==> src/l2_mem_defines.svh <==
// ------------------------------------------------
// geometry of the L2 memory read path
// L2_WB_DEPTH must be a power of two
// ------------------------------------------------
`ifndef L2_MEM_DEFINES_SVH
`define L2_MEM_DEFINES_SVH

// log2 of 32-bit words per line
`define L2_OFFSET_WIDTH 2
`define L2_LINE_WORDS   4
`define L2_LINE_BITS    128

// byte address width on the memory side
`define L2_ADDR_BITS    32

// evicted lines waiting for write-back
`define L2_WB_DEPTH     4

`endif

==> src/l2_mem_pkg.sv <==
// ------------------------------------------------
// shared line, request and buffer entry types
// line address drops the byte and word offset bits
// ------------------------------------------------
`default_nettype none

`include "l2_mem_defines.svh"

package l2_mem_pkg;

    localparam int LINE_ADDR_BITS = `L2_ADDR_BITS - `L2_OFFSET_WIDTH - 2;

    typedef logic [LINE_ADDR_BITS-1:0] line_addr_t;

    // word 0 sits in the low bits
    typedef logic [`L2_LINE_WORDS-1:0][31:0] l2_line_t;

    typedef struct packed {
        line_addr_t line_addr;
        logic       dma;
        logic [2:0] size;       // axi size code, dma only
    } rd_req_t;

    typedef struct packed {
        line_addr_t line_addr;
        l2_line_t   line;
    } wb_entry_t;

    typedef struct packed {
        logic [`L2_ADDR_BITS-1:0] addr;
        logic [7:0]               len;
        logic [2:0]               size;
    } ar_req_t;

endpackage

`default_nettype wire

==> src/write_buffer.sv <==
// ------------------------------------------------
// push must stay low while full is high
// ------------------------------------------------
`default_nettype none

`include "l2_mem_defines.svh"

module write_buffer (
    input  logic                   clk,
    input  logic                   rstn,
    input  logic                   push,
    input  l2_mem_pkg::wb_entry_t  push_entry,
    output logic                   full,
    input  l2_mem_pkg::line_addr_t query_addr,
    output logic                   query_hit,
    output l2_mem_pkg::l2_line_t   query_line,
    output logic                   drain_valid,
    output l2_mem_pkg::wb_entry_t  drain_entry,
    input  logic                   drain_done
);
    import l2_mem_pkg::*;

    localparam int DEPTH   = `L2_WB_DEPTH;
    localparam int PTR_BITS = $clog2(DEPTH);

    wb_entry_t            entries [DEPTH];
    logic [DEPTH-1:0]     vld;
    logic [PTR_BITS-1:0]  head;
    logic [PTR_BITS-1:0]  tail;
    logic [DEPTH-1:0]     push_match;
    logic [DEPTH-1:0]     query_match;
    logic [PTR_BITS-1:0]  push_idx;
    logic                 push_hit;
    logic                 drain_fire;

    assign drain_valid = vld[head];
    assign drain_entry = entries[head];
    assign full        = &vld;
    assign drain_fire  = drain_done && vld[head];

    // one comparator per entry for each port
    always_comb begin
        push_match  = '0;
        query_match = '0;
        push_idx    = '0;
        query_line  = '0;
        for (int i = 0; i < DEPTH; i++) begin
            push_match[i]  = vld[i] && (entries[i].line_addr == push_entry.line_addr);
            query_match[i] = vld[i] && (entries[i].line_addr == query_addr);
        end
        // head leaving this cycle cannot take the rewrite
        if (drain_fire) begin
            push_match[head] = 1'b0;
        end
        for (int i = 0; i < DEPTH; i++) begin
            if (push_match[i]) begin
                push_idx = PTR_BITS'(i);
            end
            if (query_match[i]) begin
                query_line = entries[i].line;
            end
        end
    end

    assign push_hit  = |push_match;
    assign query_hit = |query_match;

    always_ff @(posedge clk) begin
        if (!rstn) begin
            vld  <= '0;
            head <= '0;
            tail <= '0;
        end else begin
            if (drain_fire) begin
                vld[head] <= 1'b0;
                head      <= head + 1'b1;
            end
            if (push && !push_hit) begin
                vld[tail] <= 1'b1;
                tail      <= tail + 1'b1;
            end
        end
    end

    always_ff @(posedge clk) begin
        if (push) begin
            if (push_hit) begin
                entries[push_idx] <= push_entry;
            end else begin
                entries[tail] <= push_entry;
            end
        end
    end

endmodule

`default_nettype wire

==> src/read_arbiter.sv <==
// ------------------------------------------------
// one read in flight; dma reads never use the buffer
// ------------------------------------------------
`default_nettype none

`include "l2_mem_defines.svh"

module read_arbiter (
    input  logic                   clk,
    input  logic                   rstn,
    input  logic                   req,
    input  l2_mem_pkg::rd_req_t    req_info,
    output logic                   addr_ok,
    output logic                   data_ok,
    output l2_mem_pkg::l2_line_t   line_out,
    input  logic                   rdy,
    output l2_mem_pkg::line_addr_t query_addr,
    input  logic                   query_hit,
    input  l2_mem_pkg::l2_line_t   query_line,
    output logic                   fetch_req,
    output l2_mem_pkg::ar_req_t    fetch_ar,
    input  logic                   fetch_addr_ok,
    input  logic                   line_ok,
    input  l2_mem_pkg::l2_line_t   fetch_line,
    output logic                   line_rdy
);
    import l2_mem_pkg::*;

    localparam int BYTE_OFS = `L2_OFFSET_WIDTH + 2;

    typedef enum logic [2:0] {
        ST_IDLE,
        ST_BUF_ACCEPT,
        ST_BUF_RETURN,
        ST_FETCH_ADDR,
        ST_FETCH_RETURN
    } state_t;

    state_t   state;
    state_t   state_nxt;
    l2_line_t hit_line;
    logic     take_hit;

    assign query_addr = req_info.line_addr;
    assign take_hit   = req && !req_info.dma && query_hit;

    // line reads burst the whole line, dma reads one beat
    assign fetch_ar.addr = {req_info.line_addr, {BYTE_OFS{1'b0}}};
    assign fetch_ar.len  = req_info.dma ? 8'd0 : 8'(`L2_LINE_WORDS - 1);
    assign fetch_ar.size = req_info.dma ? req_info.size : 3'd2;

    always_ff @(posedge clk) begin
        if (!rstn) begin
            state <= ST_IDLE;
        end else begin
            state <= state_nxt;
        end
    end

    always_comb begin
        state_nxt = state;
        case (state)
            ST_IDLE: begin
                if (take_hit) begin
                    state_nxt = ST_BUF_ACCEPT;
                end else if (req) begin
                    state_nxt = ST_FETCH_ADDR;
                end
            end
            ST_BUF_ACCEPT: state_nxt = ST_BUF_RETURN;
            ST_BUF_RETURN: begin
                if (rdy) begin
                    state_nxt = ST_IDLE;
                end
            end
            ST_FETCH_ADDR: begin
                if (fetch_addr_ok) begin
                    state_nxt = ST_FETCH_RETURN;
                end
            end
            ST_FETCH_RETURN: begin
                if (line_ok && rdy) begin
                    state_nxt = ST_IDLE;
                end
            end
            default: state_nxt = ST_IDLE;
        endcase
    end

    // hit data frozen here, later pushes or drains do not touch it
    always_ff @(posedge clk) begin
        if (state == ST_IDLE && take_hit) begin
            hit_line <= query_line;
        end
    end

    always_comb begin
        addr_ok   = 1'b0;
        data_ok   = 1'b0;
        line_out  = '0;
        fetch_req = 1'b0;
        line_rdy  = 1'b0;
        case (state)
            ST_BUF_ACCEPT: addr_ok = 1'b1;
            ST_BUF_RETURN: begin
                data_ok  = 1'b1;
                line_out = hit_line;
            end
            ST_FETCH_ADDR: begin
                fetch_req = 1'b1;
                addr_ok   = fetch_addr_ok;
            end
            ST_FETCH_RETURN: begin
                data_ok  = line_ok;
                line_out = fetch_line;
                line_rdy = rdy;
            end
            default: ;
        endcase
    end

endmodule

`default_nettype wire

==> src/return_buffer.sv <==
// ------------------------------------------------
// bursts longer than one line wrap into word 0
// ------------------------------------------------
`default_nettype none

`include "l2_mem_defines.svh"

module return_buffer (
    input  logic                 clk,
    input  logic                 rstn,
    input  logic                 fetch_req,
    input  l2_mem_pkg::ar_req_t  fetch_ar,
    output logic                 fetch_addr_ok,
    output logic                 line_ok,
    output l2_mem_pkg::l2_line_t fetch_line,
    input  logic                 line_rdy,
    output logic                 ar_valid,
    output l2_mem_pkg::ar_req_t  ar,
    input  logic                 ar_ready,
    input  logic                 r_valid,
    input  logic [31:0]          r_data,
    input  logic                 r_last,
    output logic                 r_ready
);
    import l2_mem_pkg::*;

    typedef enum logic [1:0] {
        ST_IDLE,
        ST_ADDR,
        ST_COLLECT,
        ST_HOLD
    } state_t;

    state_t                      state;
    ar_req_t                     ar_q;
    l2_line_t                    line_q;
    logic [`L2_OFFSET_WIDTH-1:0] beat_cnt;
    logic                        ar_fire;
    logic                        r_fire;

    assign ar_valid      = (state == ST_ADDR);
    assign r_ready       = (state == ST_COLLECT);
    assign line_ok       = (state == ST_HOLD);
    assign ar            = ar_q;
    assign fetch_line    = line_q;
    assign ar_fire       = ar_valid && ar_ready;
    assign r_fire        = r_valid && r_ready;
    assign fetch_addr_ok = ar_fire;

    always_ff @(posedge clk) begin
        if (!rstn) begin
            state    <= ST_IDLE;
            beat_cnt <= '0;
        end else begin
            case (state)
                ST_IDLE: begin
                    if (fetch_req) begin
                        state <= ST_ADDR;
                    end
                end
                ST_ADDR: begin
                    if (ar_fire) begin
                        state    <= ST_COLLECT;
                        beat_cnt <= '0;
                    end
                end
                ST_COLLECT: begin
                    if (r_fire) begin
                        beat_cnt <= beat_cnt + 1'b1;
                        if (r_last) begin
                            state <= ST_HOLD;
                        end
                    end
                end
                ST_HOLD: begin
                    if (line_rdy) begin
                        state <= ST_IDLE;
                    end
                end
                default: state <= ST_IDLE;
            endcase
        end
    end

    // unused words of a single-beat read stay zero
    always_ff @(posedge clk) begin
        if (state == ST_IDLE && fetch_req) begin
            ar_q <= fetch_ar;
        end
        if (ar_fire) begin
            line_q <= '0;
        end else if (r_fire) begin
            line_q[beat_cnt] <= r_data;
        end
    end

endmodule

`default_nettype wire

==> src/l2_mem_read_path.sv <==
// ------------------------------------------------
// write channel and drain target live outside
// ------------------------------------------------
`default_nettype none

module l2_mem_read_path (
    input  logic                  clk,
    input  logic                  rstn,
    // cache read port
    input  logic                  req,
    input  l2_mem_pkg::rd_req_t   req_info,
    output logic                  addr_ok,
    output logic                  data_ok,
    output l2_mem_pkg::l2_line_t  line_out,
    input  logic                  rdy,
    // evicted lines
    input  logic                  push,
    input  l2_mem_pkg::wb_entry_t push_entry,
    output logic                  full,
    output logic                  drain_valid,
    output l2_mem_pkg::wb_entry_t drain_entry,
    input  logic                  drain_done,
    // memory read port
    output logic                  ar_valid,
    output l2_mem_pkg::ar_req_t   ar,
    input  logic                  ar_ready,
    input  logic                  r_valid,
    input  logic [31:0]           r_data,
    input  logic                  r_last,
    output logic                  r_ready
);
    import l2_mem_pkg::*;

    line_addr_t query_addr;
    logic       query_hit;
    l2_line_t   query_line;
    logic       fetch_req;
    ar_req_t    fetch_ar;
    logic       fetch_addr_ok;
    logic       line_ok;
    l2_line_t   fetch_line;
    logic       line_rdy;

    write_buffer wb_i (
        .clk         (clk),
        .rstn        (rstn),
        .push        (push),
        .push_entry  (push_entry),
        .full        (full),
        .query_addr  (query_addr),
        .query_hit   (query_hit),
        .query_line  (query_line),
        .drain_valid (drain_valid),
        .drain_entry (drain_entry),
        .drain_done  (drain_done)
    );

    read_arbiter arb_i (
        .clk           (clk),
        .rstn          (rstn),
        .req           (req),
        .req_info      (req_info),
        .addr_ok       (addr_ok),
        .data_ok       (data_ok),
        .line_out      (line_out),
        .rdy           (rdy),
        .query_addr    (query_addr),
        .query_hit     (query_hit),
        .query_line    (query_line),
        .fetch_req     (fetch_req),
        .fetch_ar      (fetch_ar),
        .fetch_addr_ok (fetch_addr_ok),
        .line_ok       (line_ok),
        .fetch_line    (fetch_line),
        .line_rdy      (line_rdy)
    );

    return_buffer rb_i (
        .clk           (clk),
        .rstn          (rstn),
        .fetch_req     (fetch_req),
        .fetch_ar      (fetch_ar),
        .fetch_addr_ok (fetch_addr_ok),
        .line_ok       (line_ok),
        .fetch_line    (fetch_line),
        .line_rdy      (line_rdy),
        .ar_valid      (ar_valid),
        .ar            (ar),
        .ar_ready      (ar_ready),
        .r_valid       (r_valid),
        .r_data        (r_data),
        .r_last        (r_last),
        .r_ready       (r_ready)
    );

endmodule

`default_nettype wire

==> config.mk <==
export PLATFORM = sky130hd
export DESIGN_NAME = l2_mem_read_path
export DESIGN_NICKNAME = d
export VERILOG_FILES = /design/src/l2_mem_pkg.sv /design/src/write_buffer.sv /design/src/read_arbiter.sv /design/src/return_buffer.sv /design/src/l2_mem_read_path.sv
export VERILOG_INCLUDE_DIRS = /design/src
export SDC_FILE = /design/constraint.sdc
export NUM_CORES = 1
export LEC_CHECK = 0
export BUFFER_PORTS_ARGS = -buffer_cell sky130_fd_sc_hd__buf_2
export CORE_ASPECT_RATIO = 1.4
export CORE_MARGIN = 4
export CORE_UTILIZATION = 48
export CTS_BUF_LIST = sky130_fd_sc_hd__clkbuf_16
export CTS_CLUSTER_SIZE = 24
export DETAILED_ROUTE_END_ITERATION = 10
export GPL_TIMING_DRIVEN = 0
export PLACE_DENSITY_LB_ADDON = 0.1
export SYNTH_ARGS = -nofsm -noshare
export SYNTH_HDL_FRONTEND = slang
export SYNTH_SLANG_ARGS = --single-unit
==> constraint.sdc <==
create_clock -name clk -period 25.8 [get_ports clk]
set_input_delay 2.58 -clock clk [delete_from_list [all_inputs] [get_ports clk]]
set_output_delay 2.58 -clock clk [all_outputs]
set_load 0.02 [all_outputs]
==> metrics <==
status finished, final reports clean; Sink Count just over 900; filler instances between 6000 and 7000; RSZ-0062 raised after global routing no; final core utilization roughly 58%; # resized after CTS 0; Internal about 2.5 mW; Max-Cap Viols 0; sequential power share a little over 50%; Yosys warning total 0; initial antenna violation count 36; placed insts around 4500; most used cell, CP buf_2; commonest cells after routing, fill and taps aside edfxtp_1, buf_2, nand2_1; Max clock buf depth 3; nets between 3000 and 4000; cell family with most CP delay simple AND/OR/NAND/NOR gates; synthesized area between 40000 and 50000 µm²; number of synthesized flops with an enable pin slightly below 800; clk slew on worst S/H paths roughly 0.060 ns; CP Max Fanout 4; Worst-Margin Slew ~1.4 ns; WL final about 150000 µm; die area 91850 µm²; num rows between 100 and 150; average vias per placed instance around 5.9; combinational fraction of design power around 12%; WHS between 0.4 and 0.5 ns; HPWL Detailed 109200 µm; CTS Buf Count ~90; hold wc startpoint rb_i.fetch_line[52]; largest net degree at the start of global routing 33; flop2flop setup slack approximately 21 ns; fmax 152.1 MHz; Critical Path End Type output pin; ys async rst share 0%; Crit path required time approximately 23 ns; final hold violation count 0; Post-CTS Setup Inserts 0; routability cong. around 0.94; Overflow after GRT 0; core area 85970 µm²; wire length per cell between 30 and 40 µm; fin cells around 4700; Die Span Y approximately 360 µm; CTS Hold Bufs 0; commonest non-fill, non-tap cell in the layout edfxtp_1; cells along the critical path buf_2, and2_0, nor2b_1, nor3b_1, buf_2; Via Count roughly 28000; DRT antenna net count 0; Crit Path Class in -> out; Syn Inst Count 2767; Hold Path Sink rb_i.fetch_line[52]; fin crit share 25.48%; Worst R2R Start wb_i.entries[1][144]; switching fraction of total power between 20% and 30%; P&R area growth vs syn 19.26%; I/O pin count 562; vias in the first global route 28630; Port Buf Inserts 550; Psw 0.9156 mW; Post-synth top flop edfxtp_1; max_slew headroom a little over 8%; share of layout cells above drive strength 1 between 30% and 40%; root buf cell clkbuf_16; H-tree levels 3; CTS tree built; max-slew violation count 0; crit path time final approximately 6.6 ns; CP bufs+invs 2; Synth cell types 56; slack of the critical path between 15 and 20 ns; PD cells ~70 nW/µm²; CP peak stage delay 0.73 ns; gr usage total 30.86%; total power approximately 3.5 mW; drt pass-1 iters 6; post-synthesis sequential area ratio 63.33%; Max rail drop VDD around 0.063 mV; Startpoint Class input port; min-delay worst type reg -> reg; clk_lat worst skew between 0.6 and 0.7 ns; # setup viols final 0; flops & latches, synth around 930; Syn Area/Cell between 15 and 20 µm²; clock skew roughly 0.021 ns; Reg2Reg Depth 12; CP arrival about 4 ns; Iter 0 DRT Violations between 2000 and 3000; pre-CTS setup slack about 19 ns; hold path depth 2; Die Wd between 200 and 300 µm; initial core utilization 48.58%; CP max-delay cell nor3b_1; DRC 0; Clock Power Share between 30% and 40%; P_leak 18.04 nW; reg-to-reg endpoint arb_i.hit_line[87]; first-pass GRT wire length between 200000 and 250000 µm
-- cell usage after synthesis, drive strengths merged (8+ instances only) --
master,count,area share [%]
nand2,276,2.5
dfxtp,145,7.0
xor2,77,1.6
nand3,13,0.16
a21oi,131,1.6
inv,11,0.099
nand4,41,0.61
buf,60,1.2
clkbuf,157,2.3
xnor2,147,3.1
nor2,278,2.5
mux4,157,8.5
nor3,8,0.096
ha,17,0.51
a22o,128,2.7
nor4,25,0.37
mux2,128,3.5
edfxtp,784,56
a221oi,128,4.5
-- power by group through the flow --
stage | registers (mW) | clock network (mW) | logic [mW]
2_1_floorplan | 1.76 | 0 | 0.235
3_3_place_gp | 1.79 | 0 | 0.407
3_5_place_dp | 1.78 | 0 | 0.425
4_1_cts | 1.74 | 1.31 | 0.427
5_1_grt | 1.75 | 1.37 | 0.450
6_report | 1.74 | 1.29 | 0.425
-- layout make-up --
cell class / instances / area, µm² / area share, %
Inverter: 11 / 41.29 / 0.08290
Buffer: 219 / 1480 / 2.972
Sequential cell: 929 / 26450 / 53.10
Timing Repair Buffer: 602 / 3620 / 7.268
Multi-Input combinational cell: 1617 / 13870 / 27.84
Tap cell: 1161 / 1453 / 2.917
Antenna cell: 21 / 52.55 / 0.1055
Clock buffer: 94 / 2352 / 4.723
Clock inverter: 75 / 495.5 / 0.9948
-- flip-flops by register name, indices dropped and copies added, names as in the netlist, named ones only --
| signal | cells |
|---|---|
| wb_i.entries | 624 |
| arb_i.hit_line | 128 |
| rb_i.fetch_line | 128 |
| rb_i.ar | 32 |
| wb_i.vld | 4 |
| arb_i.state | 3 |
| rb_i.beat_cnt | 2 |
| rb_i.state | 2 |
| wb_i.head | 2 |
| wb_i.tail | 2 |
-- per-layer routing --
metal  part of all wire (%)  track usage (%)
met3                    9.3            8.923
met4                    4.8            13.59
met5                  0.086                0
met1                     37            37.26
met2                     49            51.94
-- worst max path at each step --
| stage | start | to | slack (ns) | cells past startpoint |
|---|---|---|---|---|
| after floorplan | req_info[7] | arb_i.hit_line[0] | 7.60 | 8 |
| after global routing | req_info[22] | arb_i.hit_line[108] | 19.00 | 14 |
| after detailed placement | req_info[20] | arb_i.hit_line[107] | 18.53 | 13 |
| after global placement | req_info[20] | arb_i.hit_line[107] | -1.68 | 8 |
| final | ar_ready | addr_ok | 19.23 | 5 |
| after CTS | flip-flop | drain_entry[67] | 19.13 | 5 |
-- logic make-up (layout without fill, tap and decap cells) --
logic type | after synthesis | count (layout) | share of synthesized area (%)
multiplexers | 288 | 288 | 11.99
buffers and inverters | 230 | 1001 | 3.640
XOR/XNOR | 224 | 224 | 4.698
AND/OR/NAND/NOR | 663 | 663 | 6.597
adder cells (fa/ha/maj) | 17 | 17 | 0.5093
flip-flops | 929 | 929 | 63.33
AO/OA/AOI/OAI | 415 | 415 | 9.231
other | 1 | 31 | 0.008980
-- through the flow --
step / cell area [µm²] / setup TNS, ns
floorplan: 41800 / 0
global placement: 46000 / -213.42
detailed placement: 46910 / 0
CTS: 49750 / 0
global route: 49790 / 0
finish: 49810 / 0
-- tightest hold or removal path, delay by kind of cell (launching register included) --
kind,cells,cell delay [ns]
AOI/OAI and AO/OA,1,0.05
and+or+nand+nor,1,0.05
DFF,1,0.31
Note: power is estimated with default switching activity, not from simulation.
